<file path="src/common/vga_consts.svh">
// VGA timing and image geometry
`ifndef VGA_CONSTS_SVH
`define VGA_CONSTS_SVH

// 800x600 at 60 Hz, 40 MHz pixel clock
// columns: 128 sync + 88 back porch + 800 visible + 40 front porch
`define VGA_H_TOTAL   (1056)
`define VGA_H_SYNC    (128)   // hsync low width
`define VGA_H_START   (216)   // first visible column
`define VGA_H_END     (1016)  // one past last visible column

// lines: 4 sync + 23 back porch + 600 visible + 1 front porch
`define VGA_V_TOTAL   (628)
`define VGA_V_SYNC    (4)     // vsync low width
`define VGA_V_START   (27)    // first visible line
`define VGA_V_END     (627)   // one past last visible line

// source image held in the external rom
`define IMG_W         (80)
`define IMG_H         (60)
`define IMG_SCALE     (10)    // each image pixel covers 10x10 screen pixels
`define IMG_WORDS     (`IMG_W * `IMG_H)

// colour bar width, 800 / 8
`define VGA_BAR_W     (100)

// counters to pins: address reg, rom read, output reg
`define VGA_PIPE      (3)

`endif
</file>
<file path="src/common/vga_pkg.sv">
// VGA display types
package vga_pkg;

    // rgb332 colour fields, msb first
    typedef struct packed {
        logic [2:0] red;    // 0..7
        logic [2:0] green;  // 0..7
        logic [1:0] blue;   // 0..3
    } rgb332_fields_t;

    // one pixel byte
    // rom data arrives as a raw byte, the bar generator fills the fields
    typedef union packed {
        logic [7:0]     raw;
        rgb332_fields_t fields;
    } rgb332_t;

    // raster position as held by the counters
    typedef struct packed {
        logic [10:0] col;   // 0..1055
        logic [9:0]  line;  // 0..627
    } scan_pos_t;

    // what the active region shows in the current frame
    typedef enum logic [1:0] {
        MODE_BLANK = 2'd0,  // before the first frame start
        MODE_IMAGE = 2'd1,  // magnified rom image
        MODE_BARS  = 2'd2   // eight vertical bars
    } disp_mode_e;

endpackage

</file>
<file path="src/logic/vga_display_top.sv">
// VGA display top level
`timescale 1ns/1ps

module vga_display_top (
    input  logic             vga_clk,
    input  logic             sys_rst_n,
    input  logic             mode_sel,   // 0 image, 1 colour bars
    input  vga_pkg::rgb332_t rom_data,   // one cycle after rom_addr
    output logic [12:0]      rom_addr,
    output vga_pkg::rgb332_t vga_rgb,
    output logic             vga_hsync,
    output logic             vga_vsync
);
    import vga_pkg::*;

    scan_pos_t  pos;            // raster position
    logic       active;         // visible window
    logic       hsync_raw;      // undelayed syncs
    logic       vsync_raw;
    logic       frame_start;    // col 0, line 0
    disp_mode_e disp_mode;      // held for a whole frame

    scan_timer i_scan_timer (
        .vga_clk     (vga_clk),
        .sys_rst_n   (sys_rst_n),
        .pos         (pos),
        .active      (active),
        .hsync_raw   (hsync_raw),
        .vsync_raw   (vsync_raw),
        .frame_start (frame_start)
    );

    mode_fsm i_mode_fsm (
        .vga_clk     (vga_clk),
        .sys_rst_n   (sys_rst_n),
        .frame_start (frame_start),
        .mode_sel    (mode_sel),
        .disp_mode   (disp_mode)
    );

    // address stage, drives the rom port directly
    pixel_addr i_pixel_addr (
        .vga_clk   (vga_clk),
        .sys_rst_n (sys_rst_n),
        .pos       (pos),
        .active    (active),
        .rom_addr  (rom_addr)
    );

    pixel_mux i_pixel_mux (
        .vga_clk   (vga_clk),
        .sys_rst_n (sys_rst_n),
        .rom_data  (rom_data),
        .pos       (pos),
        .active    (active),
        .hsync_raw (hsync_raw),
        .vsync_raw (vsync_raw),
        .disp_mode (disp_mode),
        .vga_rgb   (vga_rgb),
        .vga_hsync (vga_hsync),
        .vga_vsync (vga_vsync)
    );

endmodule

</file>
<file path="src/vga/pixel_mux.sv">
// Pixel select and output pipeline
`timescale 1ns/1ps
`include "vga_consts.svh"

module pixel_mux (
    input  logic                vga_clk,
    input  logic                sys_rst_n,
    input  vga_pkg::rgb332_t    rom_data,
    input  vga_pkg::scan_pos_t  pos,
    input  logic                active,
    input  logic                hsync_raw,
    input  logic                vsync_raw,
    input  vga_pkg::disp_mode_e disp_mode,
    output vga_pkg::rgb332_t    vga_rgb,
    output logic                vga_hsync,
    output logic                vga_vsync
);
    import vga_pkg::*;

    // everything that must line up with the rom data
    typedef struct packed {
        logic       hsync;
        logic       vsync;
        logic       active;
        logic [2:0] bar;
        disp_mode_e mode;
    } pix_ctl_t;

    pix_ctl_t   ctl_now;
    pix_ctl_t   ctl_s1;     // matches rom_addr
    pix_ctl_t   ctl_s2;     // matches rom_data
    logic [2:0] bar_idx;
    rgb332_t    bar_px;
    rgb332_t    pix_next;

    // bar index by threshold compare, no divide by 100
    always_comb begin
        bar_idx = 3'd0;
        for (int i = 1; i < 8; i++) begin
            if (pos.col >= 11'(`VGA_H_START + i * `VGA_BAR_W)) begin
                bar_idx = 3'(i);
            end
        end
    end

    assign ctl_now = '{hsync: hsync_raw, vsync: vsync_raw, active: active,
                       bar: bar_idx, mode: disp_mode};

    always_ff @(posedge vga_clk or negedge sys_rst_n) begin
        if (!sys_rst_n) begin
            ctl_s1 <= '0;
            ctl_s2 <= '0;
        end else begin
            ctl_s1 <= ctl_now;
            ctl_s2 <= ctl_s1;
        end
    end

    // index bits pick full red, green, blue
    always_comb begin
        bar_px.fields.red   = ctl_s2.bar[2] ? 3'd7 : 3'd0;
        bar_px.fields.green = ctl_s2.bar[1] ? 3'd7 : 3'd0;
        bar_px.fields.blue  = ctl_s2.bar[0] ? 2'd3 : 2'd0;
    end

    always_comb begin
        pix_next.raw = 8'd0;                        // black in blanking
        if (ctl_s2.active) begin
            case (ctl_s2.mode)
                MODE_IMAGE: pix_next.raw = rom_data.raw;
                MODE_BARS:  pix_next = bar_px;
                default:    pix_next.raw = 8'd0;    // blank before first frame
            endcase
        end
    end

    // pins, third stage after the counters
    always_ff @(posedge vga_clk or negedge sys_rst_n) begin
        if (!sys_rst_n) begin
            vga_rgb   <= '0;
            vga_hsync <= 1'b0;
            vga_vsync <= 1'b0;
        end else begin
            vga_rgb   <= pix_next;
            vga_hsync <= ctl_s2.hsync;
            vga_vsync <= ctl_s2.vsync;
        end
    end

endmodule

</file>
<file path="src/vga/pixel_addr.sv">
// Image ROM address generator
`timescale 1ns/1ps
`include "vga_consts.svh"

module pixel_addr (
    input  logic               vga_clk,
    input  logic               sys_rst_n,
    input  vga_pkg::scan_pos_t pos,
    input  logic               active,
    output logic [12:0]        rom_addr
);

    logic [3:0]  sub_x;     // screen column within one image pixel, 0..9
    logic [6:0]  img_x;     // image column
    logic [3:0]  sub_y;     // screen line within one image row, 0..9
    logic [12:0] row_base;  // img_y * 80, stepped instead of multiplied
    logic [12:0] addr_now;  // address for the current position
    logic        line_last; // last visible column of a line
    logic        frame_top; // first cycle of a frame

    assign line_last = active && (pos.col == 11'(`VGA_H_END - 1));
    assign frame_top = (pos.col == 11'd0) && (pos.line == 10'd0);

    // horizontal magnify, restarts at every line since blanking precedes it
    always_ff @(posedge vga_clk or negedge sys_rst_n) begin
        if (!sys_rst_n) begin
            sub_x <= 4'd0;
            img_x <= 7'd0;
        end else if (!active) begin
            sub_x <= 4'd0;
            img_x <= 7'd0;
        end else if (sub_x == 4'(`IMG_SCALE - 1)) begin
            sub_x <= 4'd0;
            img_x <= img_x + 7'd1;      // next image column
        end else begin
            sub_x <= sub_x + 4'd1;
        end
    end

    // vertical magnify, steps at the end of each visible line
    always_ff @(posedge vga_clk or negedge sys_rst_n) begin
        if (!sys_rst_n) begin
            sub_y    <= 4'd0;
            row_base <= 13'd0;
        end else if (frame_top) begin
            sub_y    <= 4'd0;
            row_base <= 13'd0;
        end else if (line_last) begin
            if (sub_y == 4'(`IMG_SCALE - 1)) begin
                sub_y    <= 4'd0;
                row_base <= row_base + 13'(`IMG_W);  // next image row
            end else begin
                sub_y <= sub_y + 4'd1;
            end
        end
    end

    assign addr_now = row_base + 13'(img_x);

    // one cycle behind the position, parked at 0 in blanking
    always_ff @(posedge vga_clk or negedge sys_rst_n) begin
        if (!sys_rst_n) begin
            rom_addr <= 13'd0;
        end else begin
            rom_addr <= active ? addr_now : 13'd0;
        end
    end

    a_addr_in_image : assert property (
        @(posedge vga_clk) disable iff (!sys_rst_n)
        active |=> (rom_addr < 13'(`IMG_WORDS))
    ) else $error("rom address %0d beyond image", rom_addr);

endmodule

</file>
<file path="src/vga/mode_fsm.sv">
// Display mode FSM
`timescale 1ns/1ps

module mode_fsm (
    input  logic                vga_clk,
    input  logic                sys_rst_n,
    input  logic                frame_start,
    input  logic                mode_sel,   // 0 image, 1 colour bars
    output vga_pkg::disp_mode_e disp_mode
);
    import vga_pkg::*;

    typedef enum logic [1:0] {
        WAIT_FRAME = 2'd0,  // blank until the first frame begins
        IMAGE      = 2'd1,
        BARS       = 2'd2
    } fsm_state_e;

    fsm_state_e state;
    fsm_state_e state_nxt;

    // mode only moves at a frame boundary, so no frame tears
    always_comb begin
        state_nxt = state;
        if (frame_start) begin
            state_nxt = mode_sel ? BARS : IMAGE;  // sample selector once per frame
        end
    end

    always_ff @(posedge vga_clk or negedge sys_rst_n) begin
        if (!sys_rst_n) begin
            state <= WAIT_FRAME;
        end else begin
            state <= state_nxt;
        end
    end

    // state to mode, one cycle after frame_start
    always_comb begin
        case (state)
            IMAGE:   disp_mode = MODE_IMAGE;
            BARS:    disp_mode = MODE_BARS;
            default: disp_mode = MODE_BLANK;  // waiting for first frame
        endcase
    end

    // any state change must follow a frame start
    a_change_on_frame : assert property (
        @(posedge vga_clk) disable iff (!sys_rst_n)
        !$stable(state) |-> $past(frame_start)
    ) else $error("display mode changed in mid frame");

endmodule

</file>
<file path="src/vga/scan_timer.sv">
// VGA scan timer
`timescale 1ns/1ps
`include "vga_consts.svh"

module scan_timer (
    input  logic               vga_clk,
    input  logic               sys_rst_n,
    output vga_pkg::scan_pos_t pos,
    output logic               active,
    output logic               hsync_raw,
    output logic               vsync_raw,
    output logic               frame_start
);
    import vga_pkg::*;

    scan_pos_t cnt;         // current raster position
    logic      col_wrap;    // last column of a line
    logic      line_wrap;   // last line of a frame

    assign col_wrap  = (cnt.col == 11'(`VGA_H_TOTAL - 1));
    assign line_wrap = (cnt.line == 10'(`VGA_V_TOTAL - 1));

    // column counter, 0..1055
    always_ff @(posedge vga_clk or negedge sys_rst_n) begin
        if (!sys_rst_n) begin
            cnt.col <= 11'd0;
        end else if (col_wrap) begin
            cnt.col <= 11'd0;
        end else begin
            cnt.col <= cnt.col + 11'd1;
        end
    end

    // line counter steps once per line
    always_ff @(posedge vga_clk or negedge sys_rst_n) begin
        if (!sys_rst_n) begin
            cnt.line <= 10'd0;
        end else if (col_wrap) begin
            if (line_wrap) begin
                cnt.line <= 10'd0;          // back to top of frame
            end else begin
                cnt.line <= cnt.line + 10'd1;
            end
        end
    end

    assign pos = cnt;

    // sync pulses are active low at the start of each line / frame
    assign hsync_raw = (cnt.col >= 11'(`VGA_H_SYNC));
    assign vsync_raw = (cnt.line >= 10'(`VGA_V_SYNC));

    // visible 800x600 window
    assign active = (cnt.col >= 11'(`VGA_H_START)) && (cnt.col < 11'(`VGA_H_END)) &&
                    (cnt.line >= 10'(`VGA_V_START)) && (cnt.line < 10'(`VGA_V_END));

    assign frame_start = (cnt.col == 11'd0) && (cnt.line == 10'd0);  // one cycle per frame

    // both counters stay inside the raster
    a_pos_in_raster : assert property (
        @(posedge vga_clk) disable iff (!sys_rst_n)
        (cnt.col <= 11'(`VGA_H_TOTAL - 1)) && (cnt.line <= 10'(`VGA_V_TOTAL - 1))
    ) else $error("scan position out of raster: col %0d line %0d", cnt.col, cnt.line);

endmodule

</file>
<file path="config.mk">
export PLATFORM = sky130hd
export DESIGN_NAME = vga_display_top
export DESIGN_NICKNAME = d
export VERILOG_FILES = /design/src/common/vga_pkg.sv /design/src/logic/vga_display_top.sv /design/src/vga/pixel_mux.sv /design/src/vga/pixel_addr.sv /design/src/vga/mode_fsm.sv /design/src/vga/scan_timer.sv
export VERILOG_INCLUDE_DIRS = /design/src /design/src/common
export SDC_FILE = /design/constraint.sdc
export NUM_CORES = 1
export LEC_CHECK = 0
export BUFFER_PORTS_ARGS = -buffer_cell sky130_fd_sc_hd__clkbuf_2
export CORE_AREA = 3 3 97 99
export DETAILED_ROUTE_END_ITERATION = 8
export DIE_AREA = 0 0 100 102
export MAX_ROUTING_LAYER = met4
export PLACE_DENSITY = 0.7
export SLEW_MARGIN = 5
export SYNTH_ARGS = -nofsm -noshare
export SYNTH_HDL_FRONTEND = slang
export SYNTH_SLANG_ARGS = --single-unit
</file>
<file path="constraint.sdc">
create_clock -name vga_clk -period 1.99 [get_ports vga_clk]
set_clock_uncertainty 0.15 [all_clocks]
set_input_delay 0.0995 -clock vga_clk [delete_from_list [all_inputs] [get_ports vga_clk]]
set_output_delay 0.0995 -clock vga_clk [all_outputs]
set_load 0.01 [all_outputs]
</file>
==> out/summary.log <==
qor: setup_path.worstSetupEndpointType register
qor: power_and_ir_drop.clk_pwr_share 43.5%
qor: power_and_ir_drop.total_power_draw 3.242 mW
qor: grt.use_met3 3.276%
qor: setup_path.worst_path_max_delay_cell sky130_fd_sc_hd__or4_4
qor: timing.final_hold_violations 0
qor: timing.fmaxAchievable 457.9 MHz
qor: layout.nFillCells 685
qor: power_and_ir_drop.worst_ir_drop_vdd 0.0002900 V
qor: clock_tree.cts.htree.levels 3
qor: setup_path.critical_path.startpoint_type register
qor: clock_tree.clkTransAtPathRegs 0.10 ns
qor: setup_path.timing.critical_path.slowest_cell_delay 0.54 ns
qor: clock_tree.clockRootBuffer sky130_fd_sc_hd__clkbuf_8
qor: drt.vias_per_cell 5.230
qor: drt.route.vias.total 3211
qor: logic_synthesis.number_of_warnings_reported_in_the_yosys_synthesis_log 0
qor: timing.post-route-period-util 109.7%
qor: grt.global_route.usage.total 17.71%
qor: setup_path.worstSetupPathType register to register
qor: die.core 0.008636 sq mm
qor: die.die_area 0.01020 sq mm
qor: timing.slew_viol_final 0
qor: drt.drt.antenna.violating_nets 0
qor: logic_synthesis.ys_seq_area_share 50.44%
qor: setup_path.crit_arrival 2.27 ns
qor: drt.length_of_the_first_detailed_routing_pass_in_iterations 4
qor: layout.flow.area_growth_from_synthesis 30.21%
qor: timing.timing.final.setup_violations 38
qor: grt.grt.met1_usage 22.30%
qor: min_path.timing.hold.worst.class input port to asynchronous set/reset pin
qor: power_and_ir_drop.p_leak 2.669 nW
qor: grt.overflow 0
qor: logic_synthesis.synth_cell_types 64
qor: logic_synthesis.ys_seq_elements 86
qor: power_and_ir_drop.p_int 2.509 mW
qor: die.placement_row_count 34
qor: clock_tree.cts.sink_count 86
qor: setup_path.worstPathBufferInverterCount 2
qor: grt.gr-usage-met2 29.04%
qor: drt.route.detailed.wl_per_inst 14.58 um
qor: clock_tree.tritoncts yes
qor: layout.fraction_of_layout_instances_using_a_drive_strength_above_1 33.99%
qor: clock_tree.cts_buffers 9
qor: power_and_ir_drop.power_frac_seq 54.1%
qor: drt.number_of_remaining_drc_errors 0
qor: layout.num_antenna_cells 0
qor: power_and_ir_drop.comb_power_share 2.4%
qor: timing.worstMarginPinSlew 0.5029 ns
qor: logic_synthesis.synthesis.area 0.004267 sq mm
qor: layout.final_net_count 526
qor: timing.minimum_clock_period 2.184 ns
qor: die.die_width 100 um
qor: setup_path.crit_chain or4_4 -> buf_6 -> nor3_4 -> o32a_4 -> a2111o_2 -> clkbuf_16 -> nor2_4
qor: setup_path.timing.critical_path.required 2.08 ns
qor: grt.grt.busiest_layer met2
qor: setup_path.worstPathMaxFanout 6
qor: power_and_ir_drop.netSwitchingPower 0.7326 mW
qor: logic_synthesis.synth-async-reset-ratio 100.0%
qor: outcome.violations setup timing
qor: place.dp.final_hpwl 5735 um
qor: layout.final_common_cell sky130_fd_sc_hd__dfrtp_1
qor: grt.initial_antenna_violation_count 0
qor: timing.worst_rel_slew_slack 66.47%
qor: place.placedCellCount 575
qor: drt.dr.first_iter.drc_count 155
qor: logic_synthesis.number_of_flops_mapped_to_enable_cells_by_yosys 0
qor: outcome.run_status finished with violations
qor: grt.via_count_of_the_first_global_routing_pass 3102
qor: die.number_of_i_o_pins 34
qor: drt.route.final.wire_length 8950 um
qor: place.place.port_buffers 33
qor: grt.grt_max_degree 35
qor: timing.grt_setup_unrepaired yes
qor: place.gpl.final_weighted_congestion 0.8472
qor: setup_path.cp_top_family simple AND/OR/NAND/NOR gates
qor: clock_tree.worst_skew_pair.late_latency 0.36 ns
qor: power_and_ir_drop.switching_part_of_the_total_power 22.60%
qor: logic_synthesis.syn_nets 435
qor: layout.instances_no_fill 614
qor: logic_synthesis.dominantRegCellSynth sky130_fd_sc_hd__dfrtp_1
qor: run.max_cap_viols 0
qor: logic_synthesis.postSynthCellCount 410
qor: die.initial_utilization 49.41%
qor: logic_synthesis.synthesis.area_per_instance 10.41 sq um
qor: grt.global_route_wire_length_before_repair 13940 um
qor: die.chipHeight 102 um
qor: power_and_ir_drop.power.density 583.6 mW/mm^2
qor: clock_tree.ctsLongestPathBuffers 2
qor: layout.final_cell_mix 86 x sky130_fd_sc_hd__dfrtp_1, 49 x sky130_fd_sc_hd__buf_4, 40 x sky130_fd_sc_hd__nand2_1
qor: timing.worst_slack -0.1938 ns
[layout make-up]
| class | instances | area [sq um] | area share [%] |
|---|---|---|---|
| multi-input cells | 288 | 2147 | 38.65 |
| clock buffers | 9 | 123.9 | 2.230 |
| clock inverters | 7 | 105.1 | 1.892 |
| inverters | 14 | 52.55 | 0.9459 |
| well taps | 108 | 135.1 | 2.432 |
| repair buffers | 102 | 839.6 | 15.11 |
| flip-flops and latches | 86 | 2152 | 38.74 |
[registers in the layout, indices dropped and copies added (netlist names)]
register and flops:
i_pixel_addr.img_x 7, i_pixel_mux.ctl_s2 8, i_pixel_mux.vga_vsync 1, i_pixel_addr.row_base 9, i_scan_timer.pos 21, i_pixel_addr.sub_y 4
i_pixel_mux.vga_hsync 1, i_pixel_mux.ctl_s1 8, i_pixel_addr.rom_addr 13, i_pixel_mux.vga_rgb 8, i_mode_fsm.state 2, i_pixel_addr.sub_x 4
[synthesized netlist by cell type, types with 7 or more instances]
| cell type | count | share of area [%] |
|---|---|---|
| sky130_fd_sc_hd__mux2i_1 | 10 | 2.3 |
| sky130_fd_sc_hd__nand2_1 | 43 | 3.8 |
| sky130_fd_sc_hd__nand2b_1 | 8 | 1.2 |
| sky130_fd_sc_hd__xor2_1 | 16 | 3.3 |
| sky130_fd_sc_hd__a21oi_1 | 18 | 2.1 |
| sky130_fd_sc_hd__xnor2_1 | 15 | 3.1 |
| sky130_fd_sc_hd__inv_1 | 14 | 1.2 |
| sky130_fd_sc_hd__nand3_1 | 15 | 1.8 |
| sky130_fd_sc_hd__dfrtp_1 | 86 | 50 |
| sky130_fd_sc_hd__o21ai_0 | 15 | 1.8 |
| sky130_fd_sc_hd__nor3_1 | 10 | 1.2 |
| sky130_fd_sc_hd__nor2_1 | 46 | 4.0 |
| sky130_fd_sc_hd__buf_6 | 7 | 1.8 |
| sky130_fd_sc_hd__ha_1 | 14 | 4.1 |
[cells by family after synthesis]
| logic type | synth area share [%] |
|---|---|
| flip-flops | 50.44 |
| buffers and inverters | 5.220 |
| multiplexers | 2.346 |
| XOR/XNOR | 6.364 |
| AO/OA/AOI/OAI | 9.385 |
| adder cells (fa/ha/maj) | 4.106 |
| AND/OR/NAND/NOR | 22.05 |
| other | 0.08789 |
[stage by stage]
| stage | utilization (%) | setup WS [ns] | setup TNS, ns | hold slack (ns) | area, sq um |
|---|---|---|---|---|---|
| 2_1_floorplan | - | -0.1044 | -1.162 | -0.3461 | 4330 |
| 3_3_place_gp | 55.98 | -0.1074 | -1.871 | -0.09514 | 4835 |
| 3_5_place_dp | 55.98 | -0.1359 | -3.346 | -0.09186 | 4835 |
| 4_1_cts | 60.75 | -0.1563 | -3.673 | 0.05819 | 5246 |
| 5_1_grt | 64.33 | -0.2510 | -8.199 | 0.1055 | 5555 |
| 6_report | 64.33 | -0.1938 | -5.588 | 0.06142 | 5555 |
[layer usage]
metal	share of wire, %	vias up	wire length, um
met1	44	1565	3972
met3	2.9	14	260
li1	-	1584	-
met4	1.7	0	154
met5	0	-	0
met2	51	48	4563
[worst paths after layout]
check | slack [ns] | cells after the start | startpoint | endpoint
max in group asynchronous | 0.96 | 3 | sys_rst_n | i_scan_timer.pos[1]
min | 0.06 | 2 | sys_rst_n | i_pixel_mux.ctl_s1[6]
max | -0.19 | 7 | i_scan_timer.pos[8] | i_pixel_addr.rom_addr[11]
min reg2reg | 0.20 | 0 | i_pixel_mux.ctl_s1[1] | i_pixel_mux.ctl_s2[1]
min in group vga_clk | 0.20 | 0 | i_pixel_mux.ctl_s1[1] | i_pixel_mux.ctl_s2[1]
max reg2reg | -0.19 | 7 | i_scan_timer.pos[8] | i_pixel_addr.rom_addr[11]
[power groups by stage]
| stage | clock, mW | combinational (mW) | sequential [mW] |
|---|---|---|---|
| after floorplan | 0 | 0.0114 | 1.79 |
| after global placement | 0 | 0.0624 | 1.79 |
| after detailed placement | 0 | 0.0638 | 1.79 |
| after CTS | 1.44 | 0.0796 | 1.76 |
| after global routing | 1.49 | 0.0886 | 1.76 |
| final | 1.41 | 0.0768 | 1.76 |
[what timing repair did]
action                                 in CTS  in global routing
cloned                                      1                  3
setup buffers                               4                  7
resized for setup                           7                 47
hold buffers                               10                  0
endpoints found under the hold margin      96                  0
setup endpoints to repair                  42                 48
pin swaps                                   9                 13
No activity file was read; power rests on OpenSTA's default activity.
